`src/include/decode_config.svh`:
```
`ifndef DECODE_CONFIG_SVH
`define DECODE_CONFIG_SVH

`define DEC_INSTR_W     32
`define DEC_ALU_OP_W    5
`define DEC_RD_FIELD    4:0

// major fields and class codes
`define DEC_3R_MAJ      31:22
`define DEC_3R_CODE     10'b00_0000_0000
`define DEC_2RI8_MAJ    31:22
`define DEC_2RI8_CODE   10'b00_0000_0001
`define DEC_2RI12_MAJ   31:25
`define DEC_2RI12_CODE  7'b000_0001
`define DEC_U_MAJ       31:28
`define DEC_U_CODE      4'b0001
`define DEC_MEM_MAJ     31:26
`define DEC_MEM_CODE    6'b00_1010
`define DEC_BR_MAJ      31:30
`define DEC_BR_CODE     2'b01

// minor fields
`define DEC_3R_MIN      21:15
`define DEC_2RI8_MIN    21:15
`define DEC_2RI12_MIN   24:22
`define DEC_U_MIN       27:25
`define DEC_MEM_MIN     25:22
`define DEC_BR_MIN      29:26

// 3R minor codes
`define DEC_ADD         7'h20
`define DEC_SUB         7'h22
`define DEC_SLT         7'h24
`define DEC_SLTU        7'h25
`define DEC_NOR         7'h28
`define DEC_AND         7'h29
`define DEC_OR          7'h2a
`define DEC_XOR         7'h2b
`define DEC_SLL         7'h2e
`define DEC_SRL         7'h2f
`define DEC_SRA         7'h30
`define DEC_MUL         7'h38
`define DEC_MULH        7'h39
`define DEC_MULHU       7'h3a
`define DEC_DIV         7'h40
`define DEC_MOD         7'h41
`define DEC_DIVU        7'h42
`define DEC_MODU        7'h43

// shift immediate, bit 15 of the word is part of the code
`define DEC_SLLI        7'h01
`define DEC_SRLI        7'h09
`define DEC_SRAI        7'h11

`define DEC_SLTI        3'b000
`define DEC_SLTUI       3'b001
`define DEC_ADDI        3'b010
`define DEC_ANDI        3'b101
`define DEC_ORI         3'b110
`define DEC_XORI        3'b111

`define DEC_LUI         3'b010
`define DEC_PCADDU12I   3'b110

`define DEC_LD_B        4'b0000
`define DEC_LD_H        4'b0001
`define DEC_LD_W        4'b0010
`define DEC_ST_B        4'b0100
`define DEC_ST_H        4'b0101
`define DEC_ST_W        4'b0110
`define DEC_LD_BU       4'b1000
`define DEC_LD_HU       4'b1001

`define DEC_JIRL        4'b0011
`define DEC_B           4'b0100
`define DEC_BL          4'b0101
`define DEC_BEQ         4'b0110
`define DEC_BNE         4'b0111
`define DEC_BLT         4'b1000
`define DEC_BGE         4'b1001
`define DEC_BLTU        4'b1010
`define DEC_BGEU        4'b1011

`endif

```
`src/rtl/decode_pkg.sv`:
```
`include "decode_config.svh"

package decode_pkg;

    typedef logic [`DEC_INSTR_W-1:0] instr_t;

    // one identity per kept instruction
    typedef enum logic [5:0] {
        OP_ADD, OP_SUB, OP_SLT, OP_SLTU, OP_NOR, OP_AND,
        OP_OR, OP_XOR, OP_SLL, OP_SRL, OP_SRA,
        OP_MUL, OP_MULH, OP_MULHU, OP_DIV, OP_MOD, OP_DIVU, OP_MODU,
        OP_SLLI, OP_SRLI, OP_SRAI,
        OP_SLTI, OP_SLTUI, OP_ADDI, OP_ANDI, OP_ORI, OP_XORI,
        OP_LUI, OP_PCADDU12I,
        OP_LD_B, OP_LD_H, OP_LD_W, OP_LD_BU, OP_LD_HU,
        OP_ST_B, OP_ST_H, OP_ST_W,
        OP_B, OP_BL, OP_JIRL,
        OP_BEQ, OP_BNE, OP_BLT, OP_BGE, OP_BLTU, OP_BGEU,
        OP_ILLEGAL
    } op_id_t;

    typedef enum logic [3:0] {
        GRP_REG, GRP_SHAMT, GRP_REGIMM, GRP_UPPER,
        GRP_LOAD, GRP_STORE, GRP_JUMP, GRP_BRANCH,
        GRP_NONE
    } instr_group_t;

    typedef enum logic {
        PC_ADD4,
        PC_BRANCH
    } pc_sel_t;

    typedef enum logic [2:0] {
        IMM_NONE, IMM_I8, IMM_I12, IMM_I16, IMM_I20, IMM_I26
    } imm_type_t;

    typedef enum logic [1:0] {
        SRC1_NONE,
        SRC1_RJ,
        SRC1_PC
    } alu_src1_t;

    typedef enum logic [1:0] {
        SRC2_NONE,
        SRC2_RK,
        SRC2_IMM
    } alu_src2_t;

    typedef enum logic [`DEC_ALU_OP_W-1:0] {
        ALU_ADD, ALU_SUB, ALU_SLT, ALU_SLTU, ALU_NOR,
        ALU_AND, ALU_OR, ALU_XOR, ALU_SLL, ALU_SRL, ALU_SRA,
        ALU_MUL, ALU_MULH, ALU_MULHU, ALU_DIV, ALU_MOD, ALU_DIVU, ALU_MODU,
        // return address for bl and jirl
        ALU_PCADD4,
        ALU_LUI
    } alu_op_t;

    typedef enum logic {
        WB_ALU,
        WB_MEM
    } wb_sel_t;

    typedef enum logic [1:0] {
        SIZE_BYTE,
        SIZE_HALF,
        SIZE_WORD
    } mem_size_t;

endpackage

```
`src/rtl/instr_class_if.sv`:
```
// decoded identity, combinational from the instruction word
interface instr_class_if;
    import decode_pkg::*;

    op_id_t       op;
    instr_group_t group;
    logic         illegal;
    // writes to r0 are dropped
    logic         rd_nonzero;

    modport producer (
        output op,
        output group,
        output illegal,
        output rd_nonzero
    );

    modport consumer (
        input op,
        input group,
        input illegal,
        input rd_nonzero
    );

endinterface

```
`src/rtl/opcode_decoder.sv`:
```
`include "decode_config.svh"

module opcode_decoder (
    input  decode_pkg::instr_t instr,
    instr_class_if.producer    cls
);
    import decode_pkg::*;

    op_id_t       op;
    instr_group_t grp;

    // major field picks the class, minor field the instruction
    always_comb begin
        op = OP_ILLEGAL;
        if (instr[`DEC_3R_MAJ] == `DEC_3R_CODE) begin
            case (instr[`DEC_3R_MIN])
                `DEC_ADD:   op = OP_ADD;
                `DEC_SUB:   op = OP_SUB;
                `DEC_SLT:   op = OP_SLT;
                `DEC_SLTU:  op = OP_SLTU;
                `DEC_NOR:   op = OP_NOR;
                `DEC_AND:   op = OP_AND;
                `DEC_OR:    op = OP_OR;
                `DEC_XOR:   op = OP_XOR;
                `DEC_SLL:   op = OP_SLL;
                `DEC_SRL:   op = OP_SRL;
                `DEC_SRA:   op = OP_SRA;
                `DEC_MUL:   op = OP_MUL;
                `DEC_MULH:  op = OP_MULH;
                `DEC_MULHU: op = OP_MULHU;
                `DEC_DIV:   op = OP_DIV;
                `DEC_MOD:   op = OP_MOD;
                `DEC_DIVU:  op = OP_DIVU;
                `DEC_MODU:  op = OP_MODU;
                default:    op = OP_ILLEGAL;
            endcase
        end else if (instr[`DEC_2RI8_MAJ] == `DEC_2RI8_CODE) begin
            case (instr[`DEC_2RI8_MIN])
                `DEC_SLLI:  op = OP_SLLI;
                `DEC_SRLI:  op = OP_SRLI;
                `DEC_SRAI:  op = OP_SRAI;
                default:    op = OP_ILLEGAL;
            endcase
        end else if (instr[`DEC_2RI12_MAJ] == `DEC_2RI12_CODE) begin
            // 3'b011 and 3'b100 are not used
            case (instr[`DEC_2RI12_MIN])
                `DEC_SLTI:  op = OP_SLTI;
                `DEC_SLTUI: op = OP_SLTUI;
                `DEC_ADDI:  op = OP_ADDI;
                `DEC_ANDI:  op = OP_ANDI;
                `DEC_ORI:   op = OP_ORI;
                `DEC_XORI:  op = OP_XORI;
                default:    op = OP_ILLEGAL;
            endcase
        end else if (instr[`DEC_U_MAJ] == `DEC_U_CODE) begin
            case (instr[`DEC_U_MIN])
                `DEC_LUI:       op = OP_LUI;
                `DEC_PCADDU12I: op = OP_PCADDU12I;
                default:        op = OP_ILLEGAL;
            endcase
        end else if (instr[`DEC_MEM_MAJ] == `DEC_MEM_CODE) begin
            case (instr[`DEC_MEM_MIN])
                `DEC_LD_B:  op = OP_LD_B;
                `DEC_LD_H:  op = OP_LD_H;
                `DEC_LD_W:  op = OP_LD_W;
                `DEC_LD_BU: op = OP_LD_BU;
                `DEC_LD_HU: op = OP_LD_HU;
                `DEC_ST_B:  op = OP_ST_B;
                `DEC_ST_H:  op = OP_ST_H;
                `DEC_ST_W:  op = OP_ST_W;
                default:    op = OP_ILLEGAL;
            endcase
        end else if (instr[`DEC_BR_MAJ] == `DEC_BR_CODE) begin
            case (instr[`DEC_BR_MIN])
                `DEC_JIRL:  op = OP_JIRL;
                `DEC_B:     op = OP_B;
                `DEC_BL:    op = OP_BL;
                `DEC_BEQ:   op = OP_BEQ;
                `DEC_BNE:   op = OP_BNE;
                `DEC_BLT:   op = OP_BLT;
                `DEC_BGE:   op = OP_BGE;
                `DEC_BLTU:  op = OP_BLTU;
                `DEC_BGEU:  op = OP_BGEU;
                default:    op = OP_ILLEGAL;
            endcase
        end
    end

    // group lookup, anything not listed counts as illegal
    always_comb begin
        case (op)
            OP_ADD, OP_SUB, OP_SLT, OP_SLTU, OP_NOR, OP_AND, OP_OR, OP_XOR,
            OP_SLL, OP_SRL, OP_SRA, OP_MUL, OP_MULH, OP_MULHU,
            OP_DIV, OP_MOD, OP_DIVU, OP_MODU:
                grp = GRP_REG;
            OP_SLLI, OP_SRLI, OP_SRAI:
                grp = GRP_SHAMT;
            OP_SLTI, OP_SLTUI, OP_ADDI, OP_ANDI, OP_ORI, OP_XORI:
                grp = GRP_REGIMM;
            OP_LUI, OP_PCADDU12I:
                grp = GRP_UPPER;
            OP_LD_B, OP_LD_H, OP_LD_W, OP_LD_BU, OP_LD_HU:
                grp = GRP_LOAD;
            OP_ST_B, OP_ST_H, OP_ST_W:
                grp = GRP_STORE;
            OP_B, OP_BL, OP_JIRL:
                grp = GRP_JUMP;
            OP_BEQ, OP_BNE, OP_BLT, OP_BGE, OP_BLTU, OP_BGEU:
                grp = GRP_BRANCH;
            default:
                grp = GRP_NONE;
        endcase
    end

    assign cls.op         = op;
    assign cls.group      = grp;
    assign cls.illegal    = (grp == GRP_NONE);
    assign cls.rd_nonzero = |instr[`DEC_RD_FIELD];

    // an op missing from the group lookup would show up here
    always_comb begin
        assert final (cls.illegal == (op == OP_ILLEGAL))
            else $error("opcode_decoder: group lookup disagrees with op");
    end

endmodule

```
`src/rtl/datapath_ctrl.sv`:
```
module datapath_ctrl (
    instr_class_if.consumer        cls,
    output decode_pkg::imm_type_t  imm_type,
    output logic                   imm_unsigned,
    output decode_pkg::alu_src1_t  alu_src1,
    output decode_pkg::alu_src2_t  alu_src2,
    output decode_pkg::alu_op_t    alu_op,
    output decode_pkg::wb_sel_t    wb_sel,
    output logic                   reg_write_en,
    output logic                   mem_read,
    output logic                   mem_write_en,
    output decode_pkg::mem_size_t  mem_size,
    output logic                   load_unsigned
);
    import decode_pkg::*;

    // operands, immediate format and enables per group
    always_comb begin
        imm_type     = IMM_NONE;
        alu_src1     = SRC1_NONE;
        alu_src2     = SRC2_NONE;
        wb_sel       = WB_ALU;
        reg_write_en = 1'b0;
        mem_read     = 1'b0;
        mem_write_en = 1'b0;
        case (cls.group)
            GRP_REG: begin
                alu_src1     = SRC1_RJ;
                alu_src2     = SRC2_RK;
                reg_write_en = cls.rd_nonzero;
            end
            GRP_SHAMT: begin
                imm_type     = IMM_I8;
                alu_src1     = SRC1_RJ;
                alu_src2     = SRC2_IMM;
                reg_write_en = cls.rd_nonzero;
            end
            GRP_REGIMM: begin
                imm_type     = IMM_I12;
                alu_src1     = SRC1_RJ;
                alu_src2     = SRC2_IMM;
                reg_write_en = cls.rd_nonzero;
            end
            GRP_UPPER: begin
                imm_type     = IMM_I20;
                alu_src1     = (cls.op == OP_PCADDU12I) ? SRC1_PC : SRC1_NONE;
                alu_src2     = SRC2_IMM;
                reg_write_en = cls.rd_nonzero;
            end
            GRP_LOAD: begin
                imm_type     = IMM_I12;
                alu_src1     = SRC1_RJ;
                alu_src2     = SRC2_IMM;
                wb_sel       = WB_MEM;
                reg_write_en = cls.rd_nonzero;
                mem_read     = 1'b1;
            end
            GRP_STORE: begin
                imm_type     = IMM_I12;
                alu_src1     = SRC1_RJ;
                alu_src2     = SRC2_IMM;
                mem_write_en = 1'b1;
            end
            GRP_JUMP: begin
                imm_type     = (cls.op == OP_JIRL) ? IMM_I16 : IMM_I26;
                alu_src1     = (cls.op == OP_B) ? SRC1_NONE : SRC1_PC;
                // bl links to r1, its rd field is not a register
                reg_write_en = (cls.op == OP_BL) ||
                               ((cls.op == OP_JIRL) && cls.rd_nonzero);
            end
            GRP_BRANCH: begin
                imm_type = IMM_I16;
            end
            default: begin
                imm_type = IMM_NONE;
            end
        endcase
    end

    always_comb begin
        case (cls.op)
            OP_SUB:                          alu_op = ALU_SUB;
            OP_SLT, OP_SLTI:                 alu_op = ALU_SLT;
            OP_SLTU, OP_SLTUI:               alu_op = ALU_SLTU;
            OP_NOR:                          alu_op = ALU_NOR;
            OP_AND, OP_ANDI:                 alu_op = ALU_AND;
            OP_OR, OP_ORI:                   alu_op = ALU_OR;
            OP_XOR, OP_XORI:                 alu_op = ALU_XOR;
            OP_SLL, OP_SLLI:                 alu_op = ALU_SLL;
            OP_SRL, OP_SRLI:                 alu_op = ALU_SRL;
            OP_SRA, OP_SRAI:                 alu_op = ALU_SRA;
            OP_MUL:                          alu_op = ALU_MUL;
            OP_MULH:                         alu_op = ALU_MULH;
            OP_MULHU:                        alu_op = ALU_MULHU;
            OP_DIV:                          alu_op = ALU_DIV;
            OP_MOD:                          alu_op = ALU_MOD;
            OP_DIVU:                         alu_op = ALU_DIVU;
            OP_MODU:                         alu_op = ALU_MODU;
            OP_BL, OP_JIRL:                  alu_op = ALU_PCADD4;
            OP_LUI:                          alu_op = ALU_LUI;
            // add, addi, pcaddu12i and address generation
            default:                         alu_op = ALU_ADD;
        endcase
    end

    always_comb begin
        case (cls.op)
            OP_LD_H, OP_LD_HU, OP_ST_H: mem_size = SIZE_HALF;
            OP_LD_W, OP_ST_W:           mem_size = SIZE_WORD;
            default:                    mem_size = SIZE_BYTE;
        endcase
    end

    assign load_unsigned = (cls.op == OP_LD_BU) || (cls.op == OP_LD_HU);

    // logical immediates are zero extended
    assign imm_unsigned = (cls.op == OP_ANDI) || (cls.op == OP_ORI) || (cls.op == OP_XORI);

    always_comb begin
        assert final (!(mem_read && mem_write_en))
            else $error("datapath_ctrl: load and store enabled together");
    end

endmodule

```
`src/rtl/branch_ctrl.sv`:
```
module branch_ctrl (
    instr_class_if.consumer      cls,
    input  logic                 eq,
    input  logic                 lt,
    output decode_pkg::pc_sel_t  pc_sel,
    output logic                 unsigned_cmp,
    output logic                 link,
    output logic                 target_from_reg
);
    import decode_pkg::*;

    logic taken;

    always_comb begin
        case (cls.op)
            OP_B, OP_BL, OP_JIRL: taken = 1'b1;
            OP_BEQ:               taken = eq;
            OP_BNE:               taken = !eq;
            // lt already reflects unsigned_cmp for bltu and bgeu
            OP_BLT, OP_BLTU:      taken = lt;
            OP_BGE, OP_BGEU:      taken = !lt;
            default:              taken = 1'b0;
        endcase
    end

    assign pc_sel          = taken ? PC_BRANCH : PC_ADD4;
    assign unsigned_cmp    = (cls.op == OP_BLTU) || (cls.op == OP_BGEU);
    assign link            = (cls.op == OP_BL);
    assign target_from_reg = (cls.op == OP_JIRL);

endmodule

```
`src/rtl/decode_stage.sv`:
```
module decode_stage (
    input  logic                   clk,
    input  logic                   rst,
    input  logic                   instr_valid,
    input  decode_pkg::instr_t     instr,
    input  logic                   eq,
    input  logic                   lt,
    output logic                   out_valid,
    output decode_pkg::pc_sel_t    pc_sel,
    output decode_pkg::imm_type_t  imm_type,
    output logic                   imm_unsigned,
    output decode_pkg::alu_src1_t  alu_src1,
    output decode_pkg::alu_src2_t  alu_src2,
    output decode_pkg::alu_op_t    alu_op,
    output decode_pkg::wb_sel_t    wb_sel,
    output logic                   reg_write_en,
    output logic                   mem_read,
    output logic                   mem_write_en,
    output decode_pkg::mem_size_t  mem_size,
    output logic                   load_unsigned,
    output logic                   unsigned_cmp,
    output logic                   link,
    output logic                   target_from_reg,
    output logic                   illegal
);
    import decode_pkg::*;

    pc_sel_t   d_pc_sel;
    imm_type_t d_imm_type;
    logic      d_imm_unsigned;
    alu_src1_t d_alu_src1;
    alu_src2_t d_alu_src2;
    alu_op_t   d_alu_op;
    wb_sel_t   d_wb_sel;
    logic      d_reg_write_en;
    logic      d_mem_read;
    logic      d_mem_write_en;
    mem_size_t d_mem_size;
    logic      d_load_unsigned;
    logic      d_unsigned_cmp;
    logic      d_link;
    logic      d_target_from_reg;

    instr_class_if cls ();

    opcode_decoder u_opcode_decoder (
        .instr (instr),
        .cls   (cls)
    );

    datapath_ctrl u_datapath_ctrl (
        .cls           (cls),
        .imm_type      (d_imm_type),
        .imm_unsigned  (d_imm_unsigned),
        .alu_src1      (d_alu_src1),
        .alu_src2      (d_alu_src2),
        .alu_op        (d_alu_op),
        .wb_sel        (d_wb_sel),
        .reg_write_en  (d_reg_write_en),
        .mem_read      (d_mem_read),
        .mem_write_en  (d_mem_write_en),
        .mem_size      (d_mem_size),
        .load_unsigned (d_load_unsigned)
    );

    branch_ctrl u_branch_ctrl (
        .cls             (cls),
        .eq              (eq),
        .lt              (lt),
        .pc_sel          (d_pc_sel),
        .unsigned_cmp    (d_unsigned_cmp),
        .link            (d_link),
        .target_from_reg (d_target_from_reg)
    );

    // anything that changes machine state is qualified by instr_valid
    always_ff @(posedge clk) begin
        if (rst) begin
            out_valid    <= 1'b0;
            pc_sel       <= PC_ADD4;
            reg_write_en <= 1'b0;
            mem_read     <= 1'b0;
            mem_write_en <= 1'b0;
            illegal      <= 1'b0;
        end else begin
            out_valid    <= instr_valid;
            pc_sel       <= instr_valid ? d_pc_sel : PC_ADD4;
            reg_write_en <= instr_valid && d_reg_write_en;
            mem_read     <= instr_valid && d_mem_read;
            mem_write_en <= instr_valid && d_mem_write_en;
            illegal      <= instr_valid && cls.illegal;
        end
    end

    // operand and format fields, only meaningful with out_valid
    always_ff @(posedge clk) begin
        imm_type        <= d_imm_type;
        imm_unsigned    <= d_imm_unsigned;
        alu_src1        <= d_alu_src1;
        alu_src2        <= d_alu_src2;
        alu_op          <= d_alu_op;
        wb_sel          <= d_wb_sel;
        mem_size        <= d_mem_size;
        load_unsigned   <= d_load_unsigned;
        unsigned_cmp    <= d_unsigned_cmp;
        link            <= d_link;
        target_from_reg <= d_target_from_reg;
    end

    // a bubble never redirects fetch
    assert property (@(posedge clk) disable iff (rst)
        !out_valid |-> pc_sel == PC_ADD4)
        else $error("decode_stage: branch select on an empty slot");

endmodule

```
`config.mk`:
```
export PLATFORM = sky130hd
export DESIGN_NAME = decode_stage
export DESIGN_NICKNAME = d
export VERILOG_FILES = /design/src/rtl/decode_pkg.sv /design/src/rtl/instr_class_if.sv /design/src/rtl/opcode_decoder.sv /design/src/rtl/datapath_ctrl.sv /design/src/rtl/branch_ctrl.sv /design/src/rtl/decode_stage.sv
export VERILOG_INCLUDE_DIRS = /design/src /design/src/include
export SDC_FILE = /design/constraint.sdc
export NUM_CORES = 1
export LEC_CHECK = 0
export ABC_CLOCK_PERIOD_IN_PS = 7800
export BUFFER_PORTS_ARGS = -buffer_cell sky130_fd_sc_hd__buf_2
export CAP_MARGIN = 20
export CORE_MARGIN = 2
export CORE_UTILIZATION = 55
export DETAILED_ROUTE_END_ITERATION = 6
export MAX_ROUTING_LAYER = met4
export PLACE_DENSITY = 0.85
export SYNTH_ARGS = -nofsm -noshare
export SYNTH_HDL_FRONTEND = slang
export SYNTH_SLANG_ARGS = --single-unit
```
`constraint.sdc`:
```
create_clock -name clk -period 7.8 [get_ports clk]
set_clock_uncertainty 0.2 [all_clocks]
set_input_delay 1.95 -clock clk [delete_from_list [all_inputs] [get_ports clk]]
set_output_delay 1.95 -clock clk [all_outputs]
set_load 0.05 [all_outputs]
```
==> results of run 1 <==
[worst min-delay path by stage]
stage	slack, ns	startpoint	endpoint	cells past startpoint
after floorplan	1.91	eq	pc_sel	2
after global placement	2.03	eq	pc_sel	3
after detailed placement	2.05	eq	pc_sel	3
after CTS	1.71	eq	pc_sel	3
after global routing	1.73	eq	pc_sel	3
final	1.71	eq	pc_sel	3
[cells by family after synthesis]
group | Yosys count
and+or+nand+nor | 112
DFF | 26
adders and majority gates | 4
AOI/OAI and AO/OA | 71
muxes | 2
xor gates and xnor gates | 5
buffers and inverters | 22
[power by group]
part           leakage (nW)  switching [W]  internal (W)
clock network        0.0210      0.0000361     0.0000286
logic                 0.777      0.0000590     0.0000286
registers             0.212     0.00000104      0.000138
total                  1.01      0.0000962      0.000195
[cell usage in the layout, fill, tap and decap left out, drive strengths merged, types with 4 or more instances in the layout]
master and n:
nand4 10, clkbuf 4, nand2b 7, nor2 24, nor3 5, o21ai 12, inv 8, a21oi 15
dfxtp 26, nand2 20, and3 5, nor2b 5, nand3b 6, buf 52, nand3 4, o21a 4
nor3b 7, o211ai 4, a211oi 8, ha 4
[routing by layer]
layer,up-vias,track usage [%]
met2,117,39.7
met4,0,13.6
li1,987,-
met1,896,30.0
met3,10,2.11
met5,-,-
[per-stage QoR]
stage | setup slack, ns | instance area, sq um | power (W) | hold WS, ns
floorplan | 3.60 | 1970 | 0.000208 | 1.91
global placement | 2.73 | 2210 | 0.000227 | 2.03
detailed placement | 2.62 | 2210 | 0.000229 | 2.05
CTS | 3.00 | 2240 | 0.000293 | 1.71
global route | 2.63 | 2240 | 0.000304 | 1.73
finish | 2.90 | 2240 | 0.000292 | 1.71
[layout make-up]
| cell class | count | area (sq um) | share of cell area, % |
|---|---|---|---|
| timing repair buffer | 52 | 260 | 11.6 |
| clock buffer | 4 | 36.3 | 1.62 |
| inverter | 8 | 30.0 | 1.34 |
| multi-input combinational | 194 | 1340 | 59.7 |
| sequential | 26 | 520 | 23.2 |
| tap | 46 | 57.6 | 2.56 |
==> metrics.yaml, run 1 <==
outcome:
  outcome: "complete, no violations"
yosys:
  synthArstFlopShare_pct: 0
  syn_area_per_cell_sq_um: 8.16
  yosys.area_share.simple_pct: 36.2
  synthXorXnorAreaFrac_pct: 2.22
  synth_top_area_cell: "dfxtp_1"
  synth_top_family_by_area: "simple AND/OR/NAND/NOR gates"
  synth_cell_type_count: 67
  syn_area_sq_um: 1970
  synth_warnings: 0
  synth_flop_cell: "dfxtp_1"
  synth_compound_area_share_pct: 25.9
  syn-num-nets: 283
  synth_top_area_share_pct: 26.4
  synth-seq-area-share_pct: 26.4
  ys_top_cells_by_area: "dfxtp_1 (26%), nor2_1 (4.4%), nand2_1 (3.8%), a21oi_1 (3.5%), a211oi_1 (2.7%)"
  synth.most_common_cell: "dfxtp_1"
  synth_common_cells: "dfxtp_1 (26), nor2_1 (23), nand2_1 (20), a21oi_1 (14)"
  synth_seq_cells: 26
  synth_edf_count: 0
  synthMuxAreaShare_pct: 1.08
  synth-adder-area-share_pct: 2.53
  netlist_instances: 242
floorplanning:
  die_w_um: 63.9
  io-pin-count: 63
  core-area_sq_um: 3390
  die_h_um: 63.9
  start_util_pct: 58.3
  num_rows: 21
  die_area_sq_um: 4090
critical_path:
  cp_num_cells: 12
  crit_slowest_cell: "a211oi_1"
  cp.arrival_ns: 4.90
  path_cells: "buf_2 -> inv_1 -> ha_1 -> nor4b_4 -> nand4_1 -> o21ai_0 -> a211oi_1 -> or3b_1 -> a21oi_1 -> o22ai_1 -> o21ai_0 -> o211ai_1"
  end_kind: "register"
  critPathCapture: "imm_type[1]"
  crit_family: "compound AO/OA/AOI/OAI gates"
  worstPathRequired_ns: 7.80
  startpoint: "instr[27]"
  cp_max_fo: 11
  crit_buf_inv: 2
  cpPeakStageDelay_ns: 0.85
  crit_top_cell: "o21ai_0"
  start_kind: "input port"
  worstSetupPathType: "input port to register"
final_layout:
  fin_nets: 326
  fin_util_pct: 66.2
  regMostFlops: "alu_op"
  final_layout_size_suffix_gt1_share_pct: 27.1
  antenna_cells: 0
  fillers: 290
  syn_to_final_growth_pct: 13.7
  biggestRegsByFlops: "alu_op: 5 flops, imm_type: 3 flops"
  largest_register_ffs: 5
  finalNonFillerCells: 330
drt:
  dr_wl_met3_um: 365
  vias_per_cell: 6.09
  wl_per_cell_um: 14.3
  routed_wl_mm: 4.71
  drt_iter0_markers: 117
  remaining_drc_errors: 0
  postRouteAntennaNets: 0
  first_pass_iters: 4
  wl_met1_mm: 2.07
  num_vias: 2010
  wl_met2_mm: 2.18
  highest_layer: "met4"
place:
  placement.io_buffers: 52
  dp_hpwl_mm: 3.61
  dp_cells: 326
  gp_congestion: 0.908
clock_tree:
  cts_tree: "done"
  post-cts-setup-buffer-count: 0
  cts-resized-gates: 0
  cts_num_sinks: 26
  cts.clk_slew.worst_paths_ns: 0.12
  ctsRootBufferMaster: "clkbuf_4"
  htreeDepth: 1
  ctsHoldBuffers: 0
  clockBufferDepth: 2
  cts_made_buffers: 3
sta:
  maxSlewViolCount: 0
  hold_viol_final: 0
  layout_min_cycle_time_ns: 4.90
  setup_tns_ns: 0
  worst_pin_slew_ns: 1.01
  rsz0062_at_grt: "no"
  slew_headroom_pct: 32.1
  fmax_mhz: 204
  fin_crit_sh_pct: 62.8
  setup_viol: 0
global_routing:
  grt_max_degree: 15
  first_global_vias: 1772
  antenna_found_initial: 0
  grt_usage_pct: 24.5
  grt_pass1_wl_mm: 7.87
  overflow: 0
pwr:
  power_density_nw_per_um2: 130
  cellLeakagePower_nw: 1.01
  ir_worst_vdd_mv: 0.0594
worst_hold_path:
  hp-class: "input port to register"
run:
  max-cap-violations: 0
No activity file was read; power rests on OpenSTA's default activity.
==> inputs of run 2 (changes only) <==
- ABC_AREA: unset -> 1
- ABC_CLOCK_PERIOD_IN_PS: 7800 -> 4670
- CORE_UTILIZATION: 55 -> 51
- PLACE_DENSITY: 0.85 -> 0.8
- clock period: 7.8 -> 4.67 ns (I/O delays scaled with it)
==> run 2 against run 1 <==
Effect of this change:
- the flow now finishes with violations (design-rule violations)
- die area grew 8.7%
- synthesized cell count grew 30%
- power grew 97%
- sequential cell count is the same
- first-iteration DRC count grew 28%
- design area grew 6.0%
- worst setup slack lost 1.6 ns
- global-route usage shrank 0.15 points
- critical path type unchanged
- critical endpoint is now reg_write_en
- highest routed layer unchanged
==> metrics.yaml, run 2 <==
critical_path:
  worstSetupPathType: "input port to register"  # unchanged
  critPathCapture: "reg_write_en"  # was imm_type[1]
  end_kind: "register"  # unchanged
  cp.arrival_ns: 3.30  # was 4.90 ns
  cp_max_fo: 6  # was 11
  start_kind: "input port"  # unchanged
  startpoint: "instr[27]"  # unchanged
  worstPathRequired_ns: 4.64  # was 7.80 ns
clock_tree:
  cts.clk_slew.worst_paths_ns: 0.09  # was 0.12 ns
  ctsHoldBuffers: 0  # unchanged
  htreeDepth: 1  # unchanged
  cts-resized-gates: 0  # unchanged
  post-cts-setup-buffer-count: 0  # unchanged
  ctsRootBufferMaster: "clkbuf_8"  # was clkbuf_4
  clockBufferDepth: 2  # unchanged
  cts_tree: "done"  # unchanged
  cts_num_sinks: 26  # unchanged
  cts_made_buffers: 3  # unchanged
place:
  placement.io_buffers: 52  # unchanged
  pre_cts_ws_ns: 1.09  # was 2.62 ns
  dp_hpwl_mm: 4.04  # was 3.61 mm
  gp_congestion: 1.00  # was 0.908
yosys:
  syn-num-nets: 355  # was 283
  synth_flop_cell: "dfxtp_1"  # unchanged
  synth_seq_cells: 26  # unchanged
  synth_cell_type_count: 34  # was 67
  ys_top_cells_by_area: "dfxtp_1 (26%), nand2_1 (15%), nor2_1 (8.1%), nand3_1 (6.3%), inv_1 (4.3%)"  # was dfxtp_1 (26%), nor2_1 (4.4%), nand2_1 (3.8%), a21oi_1 (3.5%), a211oi_1 (2.7%)
  synth-seq-area-share_pct: 26.0  # was 26.4%
  synth.most_common_cell: "nand2_1"  # was dfxtp_1
  netlist_instances: 314  # was 242
  synth_top_area_cell: "dfxtp_1"  # unchanged
  synth_warnings: 0  # unchanged
  syn_area_per_cell_sq_um: 6.38  # was 8.16 sq um
  synth_edf_count: 0  # unchanged
  syn_area_sq_um: 2000  # was 1970 sq um
  synthArstFlopShare_pct: 0  # unchanged
  synth_common_cells: "nand2_1 (81), nor2_1 (43), dfxtp_1 (26), nand3_1 (25), inv_1 (23)"  # was dfxtp_1 (26), nor2_1 (23), nand2_1 (20), a21oi_1 (14)
  synth_top_area_share_pct: 26.0  # was 26.4%
final_layout:
  syn_to_final_growth_pct: 18.8  # was 13.7%
  final_layout_size_suffix_gt1_share_pct: 31.8  # was 27.1%
  fin_nets: 410  # was 326
  antenna_cells: 0  # unchanged
  fin_util_pct: 64.0  # was 66.2%
  final_cell_mix: "nand2_1 (81), buf_2 (52), nor2_1 (43)"  # was buf_2 (52), dfxtp_1 (26), nor2_1 (23)
  biggestRegsByFlops: "alu_op: 5 flops, imm_type: 3 flops"  # unchanged
  fillers: 363  # was 290
  layout_commonest_cell: "nand2_1"  # was buf_2
  regMostFlops: "alu_op"  # unchanged
  largest_register_ffs: 5  # unchanged
floorplanning:
  num_rows: 22  # was 21
  core-area_sq_um: 3720  # was 3390 sq um
  die_area_sq_um: 4440  # was 4090 sq um
  die_h_um: 66.7  # was 63.9 um
  io-pin-count: 63  # unchanged
  die_w_um: 66.7  # was 63.9 um
  start_util_pct: 53.9  # was 58.3%
sta:
  maxSlewViolCount: 0  # unchanged
  layout_min_cycle_time_ns: 3.33
  setup_viol: 0  # unchanged
  rsz0062_at_grt: "no"  # unchanged
  setup_tns_ns: 0  # unchanged
  slew_headroom_pct: 74.5  # was 32.1%
  worst_pin_slew_ns: 0.380  # was 1.01 ns
  whs_ns: 0.877  # was 1.71 ns
  worst_slack_ns: 1.34  # was 2.90 ns
  hold_viol_final: 0  # unchanged
  fmax_mhz: 300
  fin_crit_sh_pct: 71.3
drt:
  wl_per_cell_um: 11.9  # was 14.3 um
  first_pass_iters: 6  # was 4
  vias_per_cell: 5.23  # was 6.09
  remaining_drc_errors: 2  # was 0
  num_vias: 2175  # was 2010
  routed_wl_mm: 4.94  # was 4.71 mm
  postRouteAntennaNets: 0  # unchanged
  drt_iter0_markers: 150  # was 117
outcome:
  failed_checks: "design-rule violations"
  outcome: "finished with violations"  # was complete, no violations
global_routing:
  grt_pass1_wl_mm: 8.21  # was 7.87 mm
  grt_max_degree: 16  # was 15
  grt_usage_pct: 24.3  # was 24.5%
  antenna_found_initial: 0  # unchanged
  overflow: 0  # unchanged
  first_global_vias: 1936  # was 1772
pwr:
  power_w: 0.000575  # was 0.000292 W
  cellLeakagePower_nw: 1.26  # was 1.01 nW
  power_density_nw_per_um2: 242  # was 130 nW/um^2
  ir_worst_vdd_mv: 0.175  # was 0.0594 mV
worst_hold_path:
  hold_path_depth: 2  # was 3
  hp-class: "input port to register"  # unchanged
run:
  max-cap-violations: 0  # unchanged
-- run 2: cell types whose count changed after synthesis, sizes merged, moves of 6 or more --
cell | previous run | this run
a211oi | 8 | 1
buf | 12 | 2
inv | 8 | 41
nand2 | 20 | 94
nand2b | 7 | 0
nand3 | 4 | 34
nand3b | 6 | 0
nor2 | 24 | 55
nor3 | 5 | 12
nor3b | 7 | 0
-- run 2: through the flow --
stage          cells  area (sq um)
6_report         416          2380
5_1_grt          416          2380
4_1_cts          416          2380
3_5_place_dp     412          2310
3_3_place_gp     412          2310
2_1_floorplan    314          2000
-- run 2: logic make-up after synthesis --
group	after synthesis	share of synthesized area (%)
flip-flops	26	26.0
AND/OR/NAND/NOR	202	51.2
XOR/XNOR	1	0.438
buffers and inverters	43	8.69
adder cells (fa/ha/maj)	4	2.50
AO/OA/AOI/OAI	38	11.2
-- run 2: worst min path at each step --
stage,startpoint,end,slack [ns]
after global placement,rst,out_valid,1.16
after detailed placement,rst,out_valid,1.16
final,rst,out_valid,0.88
after floorplan,rst,out_valid,1.06
after CTS,rst,out_valid,0.88
after global routing,rst,out_valid,0.88
-- run 2: layout make-up --
| class | instances | area (sq um) | share of cell area, % |
|---|---|---|---|
| Clock buffer | 3 | 41.3 | 1.74 |
| Clock inverter | 1 | 30.0 | 1.26 |
| Inverter | 41 | 159 | 6.68 |
| Multi-Input combinational cell | 245 | 1310 | 55.0 |
| Sequential cell | 26 | 520 | 21.9 |
| Tap cell | 48 | 60.1 | 2.52 |
| Timing Repair Buffer | 52 | 260 | 10.9 |
-- run 2: where the power goes --
group / switching (W) / internal, W
clock: 0.0000654 / 0.000115
sequential: 0.00000203 / 0.000232
combinational: 0.000118 / 0.0000437
total: 0.000185 / 0.000390
-- run 2: critical path, cell delays in order --
cell	delay [ns]
buf_2	0.13
inv_1	0.20
ha_1	0.24
nand3_4	0.11
nor4_4	0.29
nand2_1	0.12
nand2_2	0.16
nand3_1	0.25
nand2_1	0.15
nand3_1	0.07
nand2_1	0.07
nand2_2	0.07
nand3_2	0.08
nand2_1	0.06
nand2_1	0.07
a21oi_2	0.05
-- run 2: layer usage --
metal	vias to the layer above	track usage [%]	routed length (um)
met5	-	-	0
met4	0	7.65	82
met3	8	2.20	260
met2	79	40.3	2350
met1	965	31.5	2240
li1	1123	-	-
